$ cat config.mk
export PLATFORM = sky130hd
export DESIGN_NAME = lsu_top
export DESIGN_NICKNAME = d
export VERILOG_FILES = /design/src/logic/lsu_access_pkg.sv /design/src/logic/lsu_bus_pkg.sv /design/src/logic/lsu_outstanding_ctrl.sv /design/src/logic/lsu_rdata_align.sv /design/src/logic/lsu_req_gen.sv /design/src/logic/lsu_top.sv
export VERILOG_INCLUDE_DIRS = /design/src /design/src/logic
export SDC_FILE = /design/constraint.sdc
export NUM_CORES = 1
export LEC_CHECK = 0
export ABC_AREA = 1
export BUFFER_PORTS_ARGS = -buffer_cell sky130_fd_sc_hd__buf_2
export CORE_MARGIN = 3
export CORE_UTILIZATION = 31
export DETAILED_ROUTE_END_ITERATION = 8
export HOLD_SLACK_MARGIN = 0.06
export SYNTH_ARGS = -nofsm -noshare
export SYNTH_HDL_FRONTEND = slang
export SYNTH_SLANG_ARGS = --single-unit
export TNS_END_PERCENT = 5
$ cat constraint.sdc
create_clock -name clk -period 3.9 [get_ports clk]
set_input_delay 0.39 -clock clk [delete_from_list [all_inputs] [get_ports clk]]
set_output_delay 0.39 -clock clk [all_outputs]
set_load 0.1 [all_outputs]
$ cat src/logic/lsu_macros.svh
// widths and limits shared by the load/store unit and its testbench
// the unit only supports a 32-bit bus with 4 byte lanes
`ifndef LSU_MACROS_SVH
`define LSU_MACROS_SVH

// data and address width
`define LSU_XLEN   32

// one enable per byte lane
`define LSU_BE_W   4

// byte offset inside a bus word
`define LSU_OFFS_W 2

// outstanding transactions on the data bus, counter must hold this value
`define LSU_DEPTH  2
`define LSU_CNT_W  2

`endif

$ cat src/logic/lsu_access_pkg.sv
// access descriptors coming from the execute stage
// encodings follow the core's decoder, unlisted codes are decoded by the lsu
`default_nettype none

package lsu_access_pkg;

  // access size, code 2'b11 is decoded as a byte access
  typedef enum logic [1:0] {
    SIZE_WORD = 2'b00,  // 32 bit
    SIZE_HALF = 2'b01,  // 16 bit
    SIZE_BYTE = 2'b10   // 8 bit
  } access_size_e;

  // extension of sub-word loads, code 2'b11 acts as EXT_SIGN
  typedef enum logic [1:0] {
    EXT_ZERO = 2'b00,  // fill with zeros
    EXT_SIGN = 2'b01,  // replicate msb of loaded item
    EXT_ONES = 2'b10   // fill with ones
  } ext_mode_e;

endpackage

`default_nettype wire

$ cat src/logic/lsu_bus_pkg.sv
// data bus types, widths come from the lsu macro header
`default_nettype none

`include "lsu_macros.svh"

package lsu_bus_pkg;

  typedef logic [`LSU_XLEN-1:0] bus_word_t;  // read/write data
  typedef logic [`LSU_XLEN-1:0] bus_addr_t;  // byte address
  typedef logic [`LSU_BE_W-1:0] bus_be_t;    // byte lane enables

endpackage

`default_nettype wire

$ cat src/logic/lsu_outstanding_ctrl.sv
// outstanding transaction bookkeeping and handshake towards ex/wb
// assumes rvalid comes at least one cycle after its grant, in grant order
// data_req_o depends combinationally on data_req_ex_i and the count only
`timescale 1ns/1ps
`default_nettype none

`include "lsu_macros.svh"

module lsu_outstanding_ctrl (
  input  wire logic clk,
  input  wire logic rst_n,
  input  wire logic data_req_ex_i,   // ex stage wants a transfer
  input  wire logic data_gnt_i,
  input  wire logic data_rvalid_i,
  output logic      data_req_o,
  output logic      lsu_ready_ex_o,
  output logic      lsu_ready_wb_o,
  output logic      busy_o,
  output logic      ctrl_update_o    // ex request accepted, wb control moves
);

  localparam logic [`LSU_CNT_W-1:0] CNT_MAX = `LSU_DEPTH;
  localparam logic [`LSU_CNT_W-1:0] CNT_ONE = 1;

  logic [`LSU_CNT_W-1:0] cnt_q;       // transactions granted but not answered
  logic [`LSU_CNT_W-1:0] cnt_d;
  logic                  count_up;    // request granted this cycle
  logic                  count_down;  // response arrived this cycle

  ////////////////////////////////////////////////////////////////////////////
  // request gating

  assign data_req_o = data_req_ex_i && (cnt_q < CNT_MAX);
  assign count_up   = data_req_o && data_gnt_i;
  assign count_down = data_rvalid_i;

  // wb is free when idle, otherwise only when its response shows up
  assign lsu_ready_wb_o = (cnt_q == '0) ? 1'b1 : data_rvalid_i;

  // ex and wb advance in lock step
  always_comb begin
    if (!data_req_ex_i) begin
      lsu_ready_ex_o = 1'b1;                      // nothing to do
    end else if (cnt_q == '0) begin
      lsu_ready_ex_o = count_up;                  // wb empty, grant is enough
    end else if (cnt_q == CNT_ONE) begin
      lsu_ready_ex_o = count_up && data_rvalid_i; // wb must drain together
    end else begin
      lsu_ready_ex_o = data_rvalid_i;             // already granted, wait for slot
    end
  end

  assign ctrl_update_o = lsu_ready_ex_o && data_req_ex_i;
  assign busy_o        = (cnt_q != '0) || data_req_o;

  ////////////////////////////////////////////////////////////////////////////
  // counter

  always_comb begin
    case ({count_up, count_down})
      2'b10:   cnt_d = cnt_q + 1'b1;
      2'b01:   cnt_d = cnt_q - 1'b1;
      default: cnt_d = cnt_q;          // idle, or one in and one out
    endcase
  end

  always_ff @(posedge clk or negedge rst_n) begin
    if (!rst_n) begin
      cnt_q <= '0;
    end else begin
      cnt_q <= cnt_d;
    end
  end

endmodule

`default_nettype wire

$ cat src/logic/lsu_rdata_align.sv
// load data alignment and extension, zero added latency on rvalid
// control is sampled when ex hands the request over, one set of registers
// so only the oldest outstanding access may be answered next
`timescale 1ns/1ps
`default_nettype none

`include "lsu_macros.svh"

module lsu_rdata_align (
  input  wire logic                         clk,
  input  wire logic                         rst_n,
  input  wire logic                         ctrl_update_i,  // ex request accepted
  input  wire lsu_access_pkg::access_size_e data_type_i,
  input  wire lsu_access_pkg::ext_mode_e    data_sign_ext_i,
  input  wire logic [`LSU_OFFS_W-1:0]       addr_offs_i,
  input  wire logic                         data_we_i,
  input  wire logic                         split_first_i,  // first half of a split
  input  wire logic                         resp_valid_i,
  input  wire lsu_bus_pkg::bus_word_t       resp_rdata_i,
  output lsu_bus_pkg::bus_word_t            data_rdata_o
);

  lsu_access_pkg::access_size_e type_q;
  lsu_access_pkg::ext_mode_e    ext_q;
  logic [`LSU_OFFS_W-1:0]       offs_q;
  logic                         we_q;
  logic                         first_q;   // response is the low word of a split

  lsu_bus_pkg::bus_word_t       rdata_q;   // previous word or last result
  logic [2*`LSU_XLEN-1:0]       joined;    // {new word, previous word}
  lsu_bus_pkg::bus_word_t       word_ext;
  lsu_bus_pkg::bus_word_t       half_ext;
  lsu_bus_pkg::bus_word_t       byte_ext;
  lsu_bus_pkg::bus_word_t       rdata_ext;
  logic [15:0]                  half_sel;
  logic [7:0]                   byte_sel;

  // upper fill bit for the extension mode, 2'b11 behaves as sign
  function automatic logic fill_bit(lsu_access_pkg::ext_mode_e mode, logic msb);
    case (mode)
      lsu_access_pkg::EXT_ZERO: fill_bit = 1'b0;
      lsu_access_pkg::EXT_ONES: fill_bit = 1'b1;
      default:                  fill_bit = msb;
    endcase
  endfunction

  ////////////////////////////////////////////////////////////////////////////
  // control capture

  always_ff @(posedge clk or negedge rst_n) begin
    if (!rst_n) begin
      type_q  <= lsu_access_pkg::SIZE_WORD;
      ext_q   <= lsu_access_pkg::EXT_ZERO;
      offs_q  <= '0;
      we_q    <= 1'b0;
      first_q <= 1'b0;
    end else if (ctrl_update_i) begin
      type_q  <= data_type_i;
      ext_q   <= data_sign_ext_i;
      offs_q  <= addr_offs_i;
      we_q    <= data_we_i;
      first_q <= split_first_i;
    end
  end

  ////////////////////////////////////////////////////////////////////////////
  // alignment

  // a split access takes its low bytes from the saved first word
  assign joined = {resp_rdata_i, rdata_q};

  always_comb begin
    case (offs_q)
      2'd0:    word_ext = resp_rdata_i;
      2'd1:    word_ext = joined[39:8];
      2'd2:    word_ext = joined[47:16];
      default: word_ext = joined[55:24];
    endcase
  end

  always_comb begin
    case (offs_q)
      2'd0:    half_sel = resp_rdata_i[15:0];
      2'd1:    half_sel = resp_rdata_i[23:8];
      2'd2:    half_sel = resp_rdata_i[31:16];
      default: half_sel = joined[39:24];       // crosses into next word
    endcase
  end

  assign byte_sel = resp_rdata_i[8*offs_q +: 8];

  assign half_ext = {{16{fill_bit(ext_q, half_sel[15])}}, half_sel};
  assign byte_ext = {{24{fill_bit(ext_q, byte_sel[7])}}, byte_sel};

  always_comb begin
    case (type_q)
      lsu_access_pkg::SIZE_WORD: rdata_ext = word_ext;
      lsu_access_pkg::SIZE_HALF: rdata_ext = half_ext;
      default:                   rdata_ext = byte_ext;
    endcase
  end

  ////////////////////////////////////////////////////////////////////////////
  // result hold

  // raw word after a first half, the finished value otherwise
  always_ff @(posedge clk) begin
    if (resp_valid_i && !we_q) begin
      rdata_q <= first_q ? resp_rdata_i : rdata_ext;
    end
  end

  assign data_rdata_o = resp_valid_i ? rdata_ext : rdata_q;

endmodule

`default_nettype wire

$ cat src/logic/lsu_req_gen.sv
// address-phase generation for the data bus
// purely combinational, a misaligned access is split into two phases
// by the execute stage, this block only flags the first one
`timescale 1ns/1ps
`default_nettype none

`include "lsu_macros.svh"

module lsu_req_gen (
  input  wire lsu_bus_pkg::bus_addr_t     operand_a_i,
  input  wire lsu_bus_pkg::bus_addr_t     operand_b_i,
  input  wire logic                       addr_useincr_i,     // a + b, else a
  input  wire lsu_access_pkg::access_size_e data_type_i,
  input  wire lsu_bus_pkg::bus_word_t     data_wdata_i,
  input  wire logic [`LSU_OFFS_W-1:0]     data_reg_offset_i,  // byte offset in register
  input  wire logic                       data_req_i,
  input  wire logic                       data_misaligned_ex_i, // second phase in ex
  output lsu_bus_pkg::bus_addr_t          addr_o,
  output lsu_bus_pkg::bus_be_t            be_o,
  output lsu_bus_pkg::bus_word_t          wdata_o,
  output logic [`LSU_OFFS_W-1:0]          addr_offs_o,
  output logic                            data_misaligned_o
);

  lsu_bus_pkg::bus_addr_t     addr_int;     // unaligned effective address
  logic [`LSU_OFFS_W-1:0]     addr_offs;
  logic [`LSU_OFFS_W-1:0]     wdata_offs;   // rotation amount in bytes

  ////////////////////////////////////////////////////////////////////////////
  // address

  assign addr_int  = addr_useincr_i ? (operand_a_i + operand_b_i) : operand_a_i;
  assign addr_offs = addr_int[`LSU_OFFS_W-1:0];

  // second phase always starts at lane 0 of the next word
  assign addr_o      = data_misaligned_ex_i ? {addr_int[`LSU_XLEN-1:`LSU_OFFS_W], 2'b00}
                                            : addr_int;
  assign addr_offs_o = addr_offs;  // raw offset, used again for load alignment

  ////////////////////////////////////////////////////////////////////////////
  // byte enables

  always_comb begin
    case (data_type_i)
      lsu_access_pkg::SIZE_WORD: begin
        if (!data_misaligned_ex_i) begin
          be_o = 4'b1111 << addr_offs;     // lanes from offset upward
        end else begin
          be_o = ~(4'b1111 << addr_offs);  // leftover low lanes
        end
      end
      lsu_access_pkg::SIZE_HALF: begin
        if (!data_misaligned_ex_i) begin
          be_o = 4'b0011 << addr_offs;     // offset 3 keeps lane 3 only
        end else begin
          be_o = 4'b0001;                  // upper byte of a split half
        end
      end
      default: begin                       // byte, also code 2'b11
        be_o = 4'b0001 << addr_offs;
      end
    endcase
  end

  ////////////////////////////////////////////////////////////////////////////
  // store data rotation

  // register lane offset is subtracted, wraps mod 4
  assign wdata_offs = addr_offs - data_reg_offset_i;

  always_comb begin
    case (wdata_offs)
      2'd0:    wdata_o = data_wdata_i;
      2'd1:    wdata_o = {data_wdata_i[23:0], data_wdata_i[31:24]};
      2'd2:    wdata_o = {data_wdata_i[15:0], data_wdata_i[31:16]};
      default: wdata_o = {data_wdata_i[7:0],  data_wdata_i[31:8]};
    endcase
  end

  ////////////////////////////////////////////////////////////////////////////
  // misalignment

  // only a first phase can cross a word boundary
  always_comb begin
    data_misaligned_o = 1'b0;
    if (data_req_i && !data_misaligned_ex_i) begin
      case (data_type_i)
        lsu_access_pkg::SIZE_WORD: data_misaligned_o = (addr_offs != 2'b00);
        lsu_access_pkg::SIZE_HALF: data_misaligned_o = (addr_offs == 2'b11);
        default:                   data_misaligned_o = 1'b0;  // bytes never split
      endcase
    end
  end

endmodule

`default_nettype wire

$ cat src/logic/lsu_top.sv
// data-side load/store unit with a req/gnt/rvalid bus
// no bus errors, no atomics; ex stage must hold its inputs until ready
// and issue the second phase itself when data_misaligned_o is seen
`timescale 1ns/1ps
`default_nettype none

`include "lsu_macros.svh"

module lsu_top (
  input  wire logic                         clk,
  input  wire logic                         rst_n,

  // execute stage
  input  wire logic                         data_req_ex_i,
  input  wire logic                         data_we_ex_i,
  input  wire lsu_access_pkg::access_size_e data_type_ex_i,
  input  wire lsu_access_pkg::ext_mode_e    data_sign_ext_ex_i,
  input  wire lsu_bus_pkg::bus_word_t       data_wdata_ex_i,
  input  wire logic [`LSU_OFFS_W-1:0]       data_reg_offset_ex_i,
  input  wire lsu_bus_pkg::bus_addr_t       operand_a_ex_i,
  input  wire lsu_bus_pkg::bus_addr_t       operand_b_ex_i,
  input  wire logic                         addr_useincr_ex_i,
  input  wire logic                         data_misaligned_ex_i,
  output lsu_bus_pkg::bus_word_t            data_rdata_ex_o,
  output logic                              data_misaligned_o,
  output logic                              lsu_ready_ex_o,
  output logic                              lsu_ready_wb_o,
  output logic                              busy_o,

  // data bus
  output logic                              data_req_o,
  input  wire logic                         data_gnt_i,
  output lsu_bus_pkg::bus_addr_t            data_addr_o,
  output logic                              data_we_o,
  output lsu_bus_pkg::bus_be_t              data_be_o,
  output lsu_bus_pkg::bus_word_t            data_wdata_o,
  input  wire logic                         data_rvalid_i,
  input  wire lsu_bus_pkg::bus_word_t       data_rdata_i
);

  logic [`LSU_OFFS_W-1:0] addr_offs;    // low bits of the effective address
  logic                   ctrl_update;  // ex request handed to wb

  // address phase goes straight to the bus, ex keeps it stable until grant
  lsu_req_gen u_req_gen (
    .operand_a_i          (operand_a_ex_i),
    .operand_b_i          (operand_b_ex_i),
    .addr_useincr_i       (addr_useincr_ex_i),
    .data_type_i          (data_type_ex_i),
    .data_wdata_i         (data_wdata_ex_i),
    .data_reg_offset_i    (data_reg_offset_ex_i),
    .data_req_i           (data_req_ex_i),
    .data_misaligned_ex_i (data_misaligned_ex_i),
    .addr_o               (data_addr_o),
    .be_o                 (data_be_o),
    .wdata_o              (data_wdata_o),
    .addr_offs_o          (addr_offs),
    .data_misaligned_o    (data_misaligned_o)
  );

  assign data_we_o = data_we_ex_i;

  lsu_outstanding_ctrl u_outstanding_ctrl (
    .clk            (clk),
    .rst_n          (rst_n),
    .data_req_ex_i  (data_req_ex_i),
    .data_gnt_i     (data_gnt_i),
    .data_rvalid_i  (data_rvalid_i),
    .data_req_o     (data_req_o),
    .lsu_ready_ex_o (lsu_ready_ex_o),
    .lsu_ready_wb_o (lsu_ready_wb_o),
    .busy_o         (busy_o),
    .ctrl_update_o  (ctrl_update)
  );

  // response side, rvalid is used as is
  lsu_rdata_align u_rdata_align (
    .clk             (clk),
    .rst_n           (rst_n),
    .ctrl_update_i   (ctrl_update),
    .data_type_i     (data_type_ex_i),
    .data_sign_ext_i (data_sign_ext_ex_i),
    .addr_offs_i     (addr_offs),
    .data_we_i       (data_we_ex_i),
    .split_first_i   (data_misaligned_o),
    .resp_valid_i    (data_rvalid_i),
    .resp_rdata_i    (data_rdata_i),
    .data_rdata_o    (data_rdata_ex_o)
  );

endmodule

`default_nettype wire

==> results of run 1 <==
## cell usage after synthesis, drive strengths merged (5+ instances only)
library cell	count
buf	18
dfrtp	10
nor2	63
clkbuf	43
a21oi	37
o21ai	104
o2111ai	32
ha	44
o211ai	47
nand3	87
xnor2	15
edfxtp	32
o221ai	8
nand2	639
nand4	5
o22ai	5
inv	195
## layer usage
layer | up-vias | routed length [µm] | track usage [%]
met3 | 54 | 2970 | 4.62
met2 | 485 | 13900 | 36.2
met1 | 4456 | 12300 | 28.1
met5 | - | 13 | 0
met4 | 2 | 615 | 5.88
li1 | 4973 | - | -
## path summary, 6_finish.rpt
check	cells past startpoint	endpoint	startpoint	slack, ps
max	12	data_rdata_ex_o[13]	u_rdata_align.offs_q[1]	270
min	3	u_rdata_align.ext_q[0]	data_sign_ext_ex_i[0]	300
max reg2reg	11	u_rdata_align.rdata_q[11]	u_rdata_align.offs_q[1]	1090
min reg2reg	1	u_outstanding_ctrl.cnt_q[0]	u_outstanding_ctrl.cnt_q[0]	510
max in group asynchronous	2	u_outstanding_ctrl.cnt_q[0]	rst_n	3240
min in group asynchronous	2	u_rdata_align.offs_q[0]	rst_n	480
## registers in the layout (all words and copies together), names as in the netlist
signal,count
u_rdata_align.rdata_q,32
u_outstanding_ctrl.cnt_q,2
u_rdata_align.ext_q,2
u_rdata_align.offs_q,2
u_rdata_align.type_q,2
u_rdata_align.first_q,1
u_rdata_align.we_q,1
## report_power, final
| group | total, W | internal (W) | switching (W) |
|---|---|---|---|
| logic | 0.00712 | 0.00206 | 0.00506 |
| clock network | 0.000441 | 0.000242 | 0.000200 |
| registers | 0.00105 | 0.000837 | 0.000208 |
| total | 0.00860 | 0.00314 | 0.00546 |
## cell type report
type                    count  area [µm²]  share of cell area [%]
multi-input cells        1109        5460                    53.4
repair buffers            271        2260                    22.1
flip-flops and latches     42        1210                    11.9
inverters                 196         736                    7.20
well taps                 319         399                    3.91
clock buffers               5         125                    1.23
clock inverters             3        23.8                   0.233
diodes                      1        2.50                  0.0245
## tightest hold or removal path, cell delays in order
cell     delay, ps
buf_2           80
nand2_1         40
o21ai_0         60
## cell families after synthesis
kind of cell | synth area share (%)
XOR/XNOR | 2.17
flip-flops | 15.8
buffers and inverters | 13.2
multiplexers | 0.147
adder cells (fa/ha/maj) | 7.44
AND/OR/NAND/NOR | 41.8
AO/OA/AOI/OAI | 19.5
## timing repair
action,CTS,global route
hold endpoints to repair,10,0
gates resized for setup,0,0
hold buffers,1,0
## stage by stage
step	util (%)	setup slack, ps
final	42.7	274
after detailed placement	42.1	316
after global routing	42.7	38.7
after CTS	42.7	304
after global placement	42.1	435
after floorplan	-	-521
==> reports/results.ini, run 1 <==
[worst_setup_path]
arrival_ps=3240
start_kind=flip-flop
timing.critical_path.fanout_max=39
worst_path_most_repeated_cell=nand2_1
worst_path_bufs_invs=4
path_delay_family=simple AND/OR/NAND/NOR gates
worstSetupEndpointType=output pin
cp_cell_sequence=inv_2, nor2_4, nand2_1, nand4_1, nand2_1, o21ai_2, buf_4, inv_2, nand2_1, nand2_1, nand2_1, buf_12
critical-path-slowest-cell=dfrtp_1
largest_stage_delay_worst_path_ps=930
worst_ep_required_time_ps=3510
timing_worst_setup_path_type=reg2out

[timing]
setup_total_negative_slack_ps=0
fin_max_slew_vios=0
clock_skew_ps=4.73
setup_repair_after_global_routing_missed_its_margin=no
max_freq_mhz=276
timing.max_slew.rel_slack_pct=34.1
layout_worst_path_cycle_share_pct=93.0
final.hold.worst_slack_ps=302
setup_violations=0
worstMarginPinSlew_ps=989
final.min_clock_period_ps=3630
hold_viol_final=0

[global_route]
grt_start_max_net_pins=41
grt_overflow=0
grt_pass1_vias=9309
gr-usage-all-layers_pct=21.6
grt_antenna_before_repair=2
grt_first_pass_wirelength_um=47400

[cts]
number_of_buffers_inserted_to_repair_setup_after_cts=0
tritoncts=yes
clock_sink_count=42
clock-root-buffer=clkbuf_16
cts.htree.levels=2
reg_clk_slew_reported_paths_ps=70
cts_made_buffers=5
clock_tree.buffer_depth=2
clk-insertion-delay-late_ps=300

[synth]
fraction_of_post_synthesis_cell_area_in_the_top_cell_type_by_area_pct=31.1
ys_seq_elements=42
total_standard_cell_area_after_synthesis_mm2=0.00767
number_of_synthesized_flops_with_an_enable_pin=32
synthesis.area_per_instance_um2=5.45
synth-warning-count=0
synth_async_sr_flop_share_pct=23.8
mapped_cells=1408
synthTopCellsByArea=nand2_1, edfxtp_1, inv_1, ha_1, o21ai_0
post-synth-top-area-cell=nand2_1
syn-num-nets=1595
seq_area_frac_synth_pct=15.8
primary_flip_flop_cell_chosen_by_synthesis_mapping=edfxtp_1
yosys.cell_types.count=41

[cells_and_area]
layout.filler_cells=2558
total_non_filler_cell_area_in_the_finished_layout_mm2=0.0102
design.final.nets=1812
areaGrowthSynthToFinish_pct=33.1
drive_above_1_share_pct=18.5
final_cell_mix=nand2_1, buf_2, inv_1
post_layout_nonfiller_instances=1946
layout_commonest_cell=nand2_1

[floorplanning]
floorplan.initialDensity_pct=32.1
floorplan.rows=56
chipHeight_um=163
floorplan.core_area_mm2=0.0239
floorplan.die_area_mm2=0.0267
io_pins=248
die_width_um=163

[routing]
drtPass1Iterations=6
detail_route.wirelength_um=29900
drc_violation_count_after_routing=0
num_vias=9970
routed_wire_length_per_instance_um=15.4
via_per_inst=5.12
number_of_design_rule_violations_left_by_the_first_detailed_router_iteration=736
postRouteAntennaNets=0

[placed_design]
placed_cell_area_mm2=0.0101
gp_congestion=0.902
place.detailed.hpwl_um=23000
port_buffers=247
dp.cells=1936

[pwr]
report.power.total_w=0.00860
pwr_density_cell_mw_per_mm2=842
max-vdd-ir-drop_mv=0.568
leakagePower_nw=5.57

[min_path]
timing.hold.worst.class=in2reg

[status]
outcome=finished, final reports clean

[job]
max_cap_violations=0

No activity file was read; power rests on OpenSTA's default activity.
==> inputs of run 2 (changes only) <==
--- a/config.mk
+++ b/config.mk
@@ -12,6 +12,7 @@
 export CORE_UTILIZATION = 31
 export DETAILED_ROUTE_END_ITERATION = 8
 export HOLD_SLACK_MARGIN = 0.06
+export SLEW_MARGIN = 5
 export SYNTH_ARGS = -nofsm -noshare
 export SYNTH_HDL_FRONTEND = slang
 export SYNTH_SLANG_ARGS = --single-unit
==> constraint.sdc (replaced) <==
create_clock -name clk -period 3.9 [get_ports clk]
set_input_delay 0.39 -clock clk [delete_from_list [all_inputs] [get_ports clk]]
set_output_delay 0.39 -clock clk [all_outputs]
set_load 0.01 [all_outputs]
==> run 2 against run 1 <==
Register-to-register slack better by 90 ps. Power is 40% lower. Fmax rose by 3.8%. Global-route usage fell by 0.86 points. Critical path depth up 3. Sequential share of layout area grew 1.0 points. Utilization fell by 3.4 points. Die area unchanged. Via count is 0.85% lower. Highest routed layer unchanged.
==> reports/results.ini, run 2 (synthesis results as in run 1) <==
[cts]
cts_made_buffers=5
clock_tree.buffer_depth=2
cts.htree.levels=2
tritoncts=yes
clk-insertion-delay-late_ps=290
post_cts_resized=0
reg_clk_slew_reported_paths_ps=70
clock_sink_count=42
clock-root-buffer=clkbuf_16

[global_route]
grt_pass1_vias=9218
grt_antenna_before_repair=2
grt_first_pass_wirelength_um=46000
grt_start_max_net_pins=36
gr-usage-all-layers_pct=20.8
grt_overflow=0

[floorplanning]
chipHeight_um=163
floorplan.core_area_mm2=0.0239
die_width_um=163
io_pins=248
floorplan.die_area_mm2=0.0267
floorplan.rows=56
floorplan.initialDensity_pct=32.1

[status]
outcome=finished, final reports clean

[cells_and_area]
largest_reg_flops=32
top_register=u_rdata_align.rdata_q
design.final.nets=1811
layout_commonest_cell=nand2_1
final_cell_mix=nand2_1, buf_2, inv_1
final_core_utilization_pct=39.3
drive_above_1_share_pct=18.5
areaGrowthSynthToFinish_pct=22.5

[job]
max_cap_violations=0

[worst_setup_path]
arrival_ps=3100
worstSetupEndpointType=output pin
timing_worst_setup_path_type=in2out
worst_r2r_path_depth=8
timing.critical_path.fanout_max=21
start_kind=input port
worst_ep_required_time_ps=3510

[timing]
final.min_clock_period_ps=3490
setup_violations=0
max_freq_mhz=286
worstMarginPinSlew_ps=961
clock_skew_ps=3.94
fin_max_slew_vios=0
setup_repair_after_global_routing_missed_its_margin=no
timing.max_slew.rel_slack_pct=35.9
layout_worst_path_cycle_share_pct=89.5
hold_viol_final=0
setup_total_negative_slack_ps=0

[placed_design]
gp_congestion=0.896
port_buffers=247
place.detailed.hpwl_um=22600

[routing]
number_of_design_rule_violations_left_by_the_first_detailed_router_iteration=689
num_vias=9885
drtPass1Iterations=6
drc_violation_count_after_routing=0
postRouteAntennaNets=0
routed_wire_length_per_instance_um=14.9
via_per_inst=5.08
detail_route.wirelength_um=29100

[pwr]
pwr-share-clk_pct=9.8
leakagePower_nw=5.31
pwr_density_cell_mw_per_mm2=553
max-vdd-ir-drop_mv=0.296
p_sw_share_pct=52.8
p_seq_share_pct=19.4
p_int_w=0.00246
p_comb_share_pct=70.8
power.net_switching_w=0.00274

[min_path]
timing.hold.worst.class=in2reg
worstHoldPathCells=3

-- run 2: cell count changes in the layout (fill, tap and decap cells not counted), sizes merged --
| cell | change |
|---|---|
| buf | -1 |
| clkbuf | +2 |
| inv | -2 |
-- run 2: layer usage --
metal | track usage [%] | vias to the layer above | part of all wire, %
li1 | - | 4984 | -
met1 | 27.3 | 4440 | 44
met2 | 35.7 | 426 | 46
met3 | 3.35 | 33 | 8.1
met4 | 4.81 | 2 | 1.6
met5 | 0 | - | 0.045
-- run 2: path summary, 6_finish.rpt --
kind                                        startpoint                          end  slack (ps)
setup / recovery                     addr_useincr_ex_i             data_wdata_o[20]         410
hold / removal                   data_sign_ext_ex_i[0]       u_rdata_align.ext_q[0]         310
setup reg to reg               u_rdata_align.offs_q[0]    u_rdata_align.rdata_q[22]        1180
hold reg to reg            u_outstanding_ctrl.cnt_q[0]  u_outstanding_ctrl.cnt_q[0]         510
max in group asynchronous                        rst_n      u_rdata_align.offs_q[0]        3210
min in group asynchronous                        rst_n  u_outstanding_ctrl.cnt_q[1]         500
-- run 2: area by class of cell --
| class | count | area, µm² |
|---|---|---|
| well taps | 319 | 399 |
| inverters | 196 | 736 |
| flip-flops and latches | 42 | 1210 |
| diodes | 1 | 2.50 |
| multi-input cells | 1109 | 5460 |
| repair buffers | 270 | 1410 |
| fillers | 2697 | 14500 |
| clock buffers | 7 | 175 |
| clock inverters | 1 | 8.76 |
-- run 2: power groups by stage --
stage	sequential [W]	clock, W	combinational (W)
after CTS	0.00100	0.000521	0.00368
after global placement	0.00101	0	0.00363
after detailed placement	0.00101	0	0.00366
final	0.00101	0.000512	0.00368
after floorplan	0.000927	0	0.00255
after global routing	0.00103	0.000535	0.00416
-- run 2: critical path, stage by stage --
cell	delay, ps
buf_2	110
buf_4	270
nand2_1	70
o21ai_0	260
inv_1	210
ha_1	270
xnor2_1	140
nand2_1	80
nand2_2	140
nand2_1	70
buf_4	180
inv_1	470
nand2_1	130
o2111ai_1	150
buf_2	170
-- run 2: through the flow --
step                total power, W  setup slack [ps]  instance area, µm²  std cells  hold WS [ps]
floorplan                  0.00348              1160                7670       1408          94.4
global placement           0.00463               487                9200       1935           259
detailed placement         0.00468               392                9200       1935           263
CTS                        0.00520               383                9400       1944           313
global route               0.00573               130                9400       1945           325
finish                     0.00520               408                9400       1945           311
-- run 2: timing repair --
| action | CTS | global route |
|---|---|---|
| hold endpoints to repair | 10 | 0 |
| hold buffers | 1 | 0 |
| setup buffers | 0 | 0 |
| setup endpoints to repair | 0 | 0 |
==> inputs of run 3 (changes only) <==
--- a/config.mk
+++ b/config.mk
@@ -8,6 +8,7 @@
 export LEC_CHECK = 0
 export ABC_AREA = 1
 export BUFFER_PORTS_ARGS = -buffer_cell sky130_fd_sc_hd__buf_2
+export CORE_ASPECT_RATIO = 0.9
 export CORE_MARGIN = 3
 export CORE_UTILIZATION = 31
 export DETAILED_ROUTE_END_ITERATION = 8
==> run 3 against run 2 <==
Cell area is 0.67% lower. Die area hardly changed. Sequential power hardly changed. First-iteration DRC count is 54% higher. Register-to-register slack hardly changed. Utilization is 0.23 points lower. Power is 1.1% lower. Global-route usage is 0.42 points higher.
==> reports/results.ini, run 3 (synthesis results as in run 1) <==
[cells_and_area]
post_layout_nonfiller_instances=1926
layout_commonest_cell=nand2_1
areaGrowthSynthToFinish_pct=21.7
final_cell_mix=nand2_1, buf_2, inv_1
multi_input_comb_area_mm2=0.00546
drive_above_1_share_pct=18.2
largest_reg_flops=32
layout.filler_cells=2691
design.final.nets=1809
regArea_mm2=0.00121
top_register=u_rdata_align.rdata_q

[pwr]
p_seq_share_pct=20.2
p_comb_share_pct=70.6
max-vdd-ir-drop_mv=0.235
pwr_density_cell_mw_per_mm2=551
leakagePower_nw=5.29
pwr-share-clk_pct=9.2
p_sw_share_pct=53.5
power.net_switching_w=0.00275
p_int_w=0.00239

[floorplanning]
chipHeight_um=155
die_width_um=172
floorplan.die_area_mm2=0.0267
floorplan.initialDensity_pct=32.1
io_pins=248
floorplan.rows=53
floorplan.core_area_mm2=0.0239

[routing]
num_vias=9871
number_of_design_rule_violations_left_by_the_first_detailed_router_iteration=1060
routed_wire_length_per_instance_um=15.3
via_per_inst=5.13
drtPass1Iterations=6
drc_violation_count_after_routing=0
detail_route.wirelength_um=29400
postRouteAntennaNets=0

[timing]
layout_worst_path_cycle_share_pct=87.8
setup_slack_ps=474
fin_max_slew_vios=0
clock_skew_ps=6.56
final.hold.worst_slack_ps=312
setup_repair_after_global_routing_missed_its_margin=no
hold_viol_final=0
setup_total_negative_slack_ps=0
worstMarginPinSlew_ps=952
max_freq_mhz=292
setup_violations=0
final.min_clock_period_ps=3430
timing.max_slew.rel_slack_pct=36.6

[global_route]
grt_overflow=0
grt_first_pass_wirelength_um=46400
gr-usage-all-layers_pct=21.2
grt_start_max_net_pins=44
grt_pass1_vias=9141
grt_antenna_before_repair=3

[placed_design]
dp_slack_ps=709
place.detailed.hpwl_um=22400
port_buffers=247
dp.cells=1916
gp_congestion=0.867

[cts]
cts.htree.levels=2
tritoncts=yes
post_cts_resized=0
clock-root-buffer=clkbuf_16
cts_made_buffers=5
clk-insertion-delay-late_ps=290
clock_tree.buffer_depth=2
reg_clk_slew_reported_paths_ps=70
clock_sink_count=42

[worst_setup_path]
timing.critical_path.fanout_max=39
timing_worst_setup_path_type=reg2out
worst_ep_required_time_ps=3510
arrival_ps=3040
worstSetupEndpointType=output pin
start_kind=flip-flop

[min_path]
timing.hold.worst.class=in2reg

[status]
outcome=finished, final reports clean

[job]
max_cap_violations=0

run 3: changes by cell type in the layout (fill, tap and decap cells not counted):
cell       delta
buf_4         -2
clkbuf_1      +2
clkbuf_16     -1
clkinv_4      -1
run 3: path summary, 6_finish.rpt:
check / depth (start not counted) / startpoint / slack, ps / endpoint
setup / recovery: 12 / u_rdata_align.offs_q[1] / 470 / data_rdata_ex_o[11]
hold / removal: 3 / data_sign_ext_ex_i[1] / 310 / u_rdata_align.ext_q[1]
setup reg to reg: 11 / u_rdata_align.offs_q[1] / 1180 / u_rdata_align.rdata_q[13]
hold reg to reg: 1 / u_outstanding_ctrl.cnt_q[0] / 510 / u_outstanding_ctrl.cnt_q[0]
max in group asynchronous: 2 / rst_n / 3230 / u_rdata_align.offs_q[0]
min in group asynchronous: 2 / rst_n / 480 / u_outstanding_ctrl.cnt_q[1]
run 3: metal layers:
layer	vias to the layer above	part of all wire [%]	global-route usage, %
li1	4975	-	-
met1	4363	45	30.2
met2	488	44	34.2
met3	39	8.9	3.13
met4	6	1.1	3.95
met5	-	0.17	0
run 3: critical path, cell delays in order (launching register included):
cell and delay [ps]:
dfrtp_1 890, inv_2 170, nor2_4 360, nand2_1 120
nand4_1 120, nand2_1 90, o21ai_2 140, buf_4 350
inv_2 120, nand2_1 110, nand2_1 50, nand2_1 90
buf_2 130
run 3: area by class of cell:
| class | count | area share (%) |
|---|---|---|
| multi-input combinational | 1109 | 58.4 |
| timing repair buffer | 268 | 15.0 |
| sequential | 42 | 13.0 |
| inverter | 196 | 7.88 |
| tap | 302 | 4.05 |
| clock buffer | 8 | 1.69 |
| antenna | 1 | 0.0268 |
run 3: power by group through the flow:
| stage | clock network [W] | logic (W) | registers, W |
|---|---|---|---|
| after global placement | 0 | 0.00357 | 0.00103 |
| after global routing | 0.000488 | 0.00410 | 0.00107 |
| final | 0.000472 | 0.00363 | 0.00104 |
| after CTS | 0.000472 | 0.00362 | 0.00103 |
| after detailed placement | 0 | 0.00359 | 0.00104 |
| after floorplan | 0 | 0.00255 | 0.000927 |
run 3: what timing repair did:
item / in CTS / in global routing
hold endpoints to repair: 10 / 0
hold buffers: 1 / 0
setup buffers: 0 / 0
run 3: stage by stage:
stage / util [%] / power (W) / area [µm²]
after floorplan: - / 0.00348 / 7670
after global placement: 38.4 / 0.00460 / 9170
after detailed placement: 38.4 / 0.00464 / 9170
after CTS: 39.1 / 0.00512 / 9340
after global routing: 39.1 / 0.00566 / 9340
final: 39.1 / 0.00514 / 9340
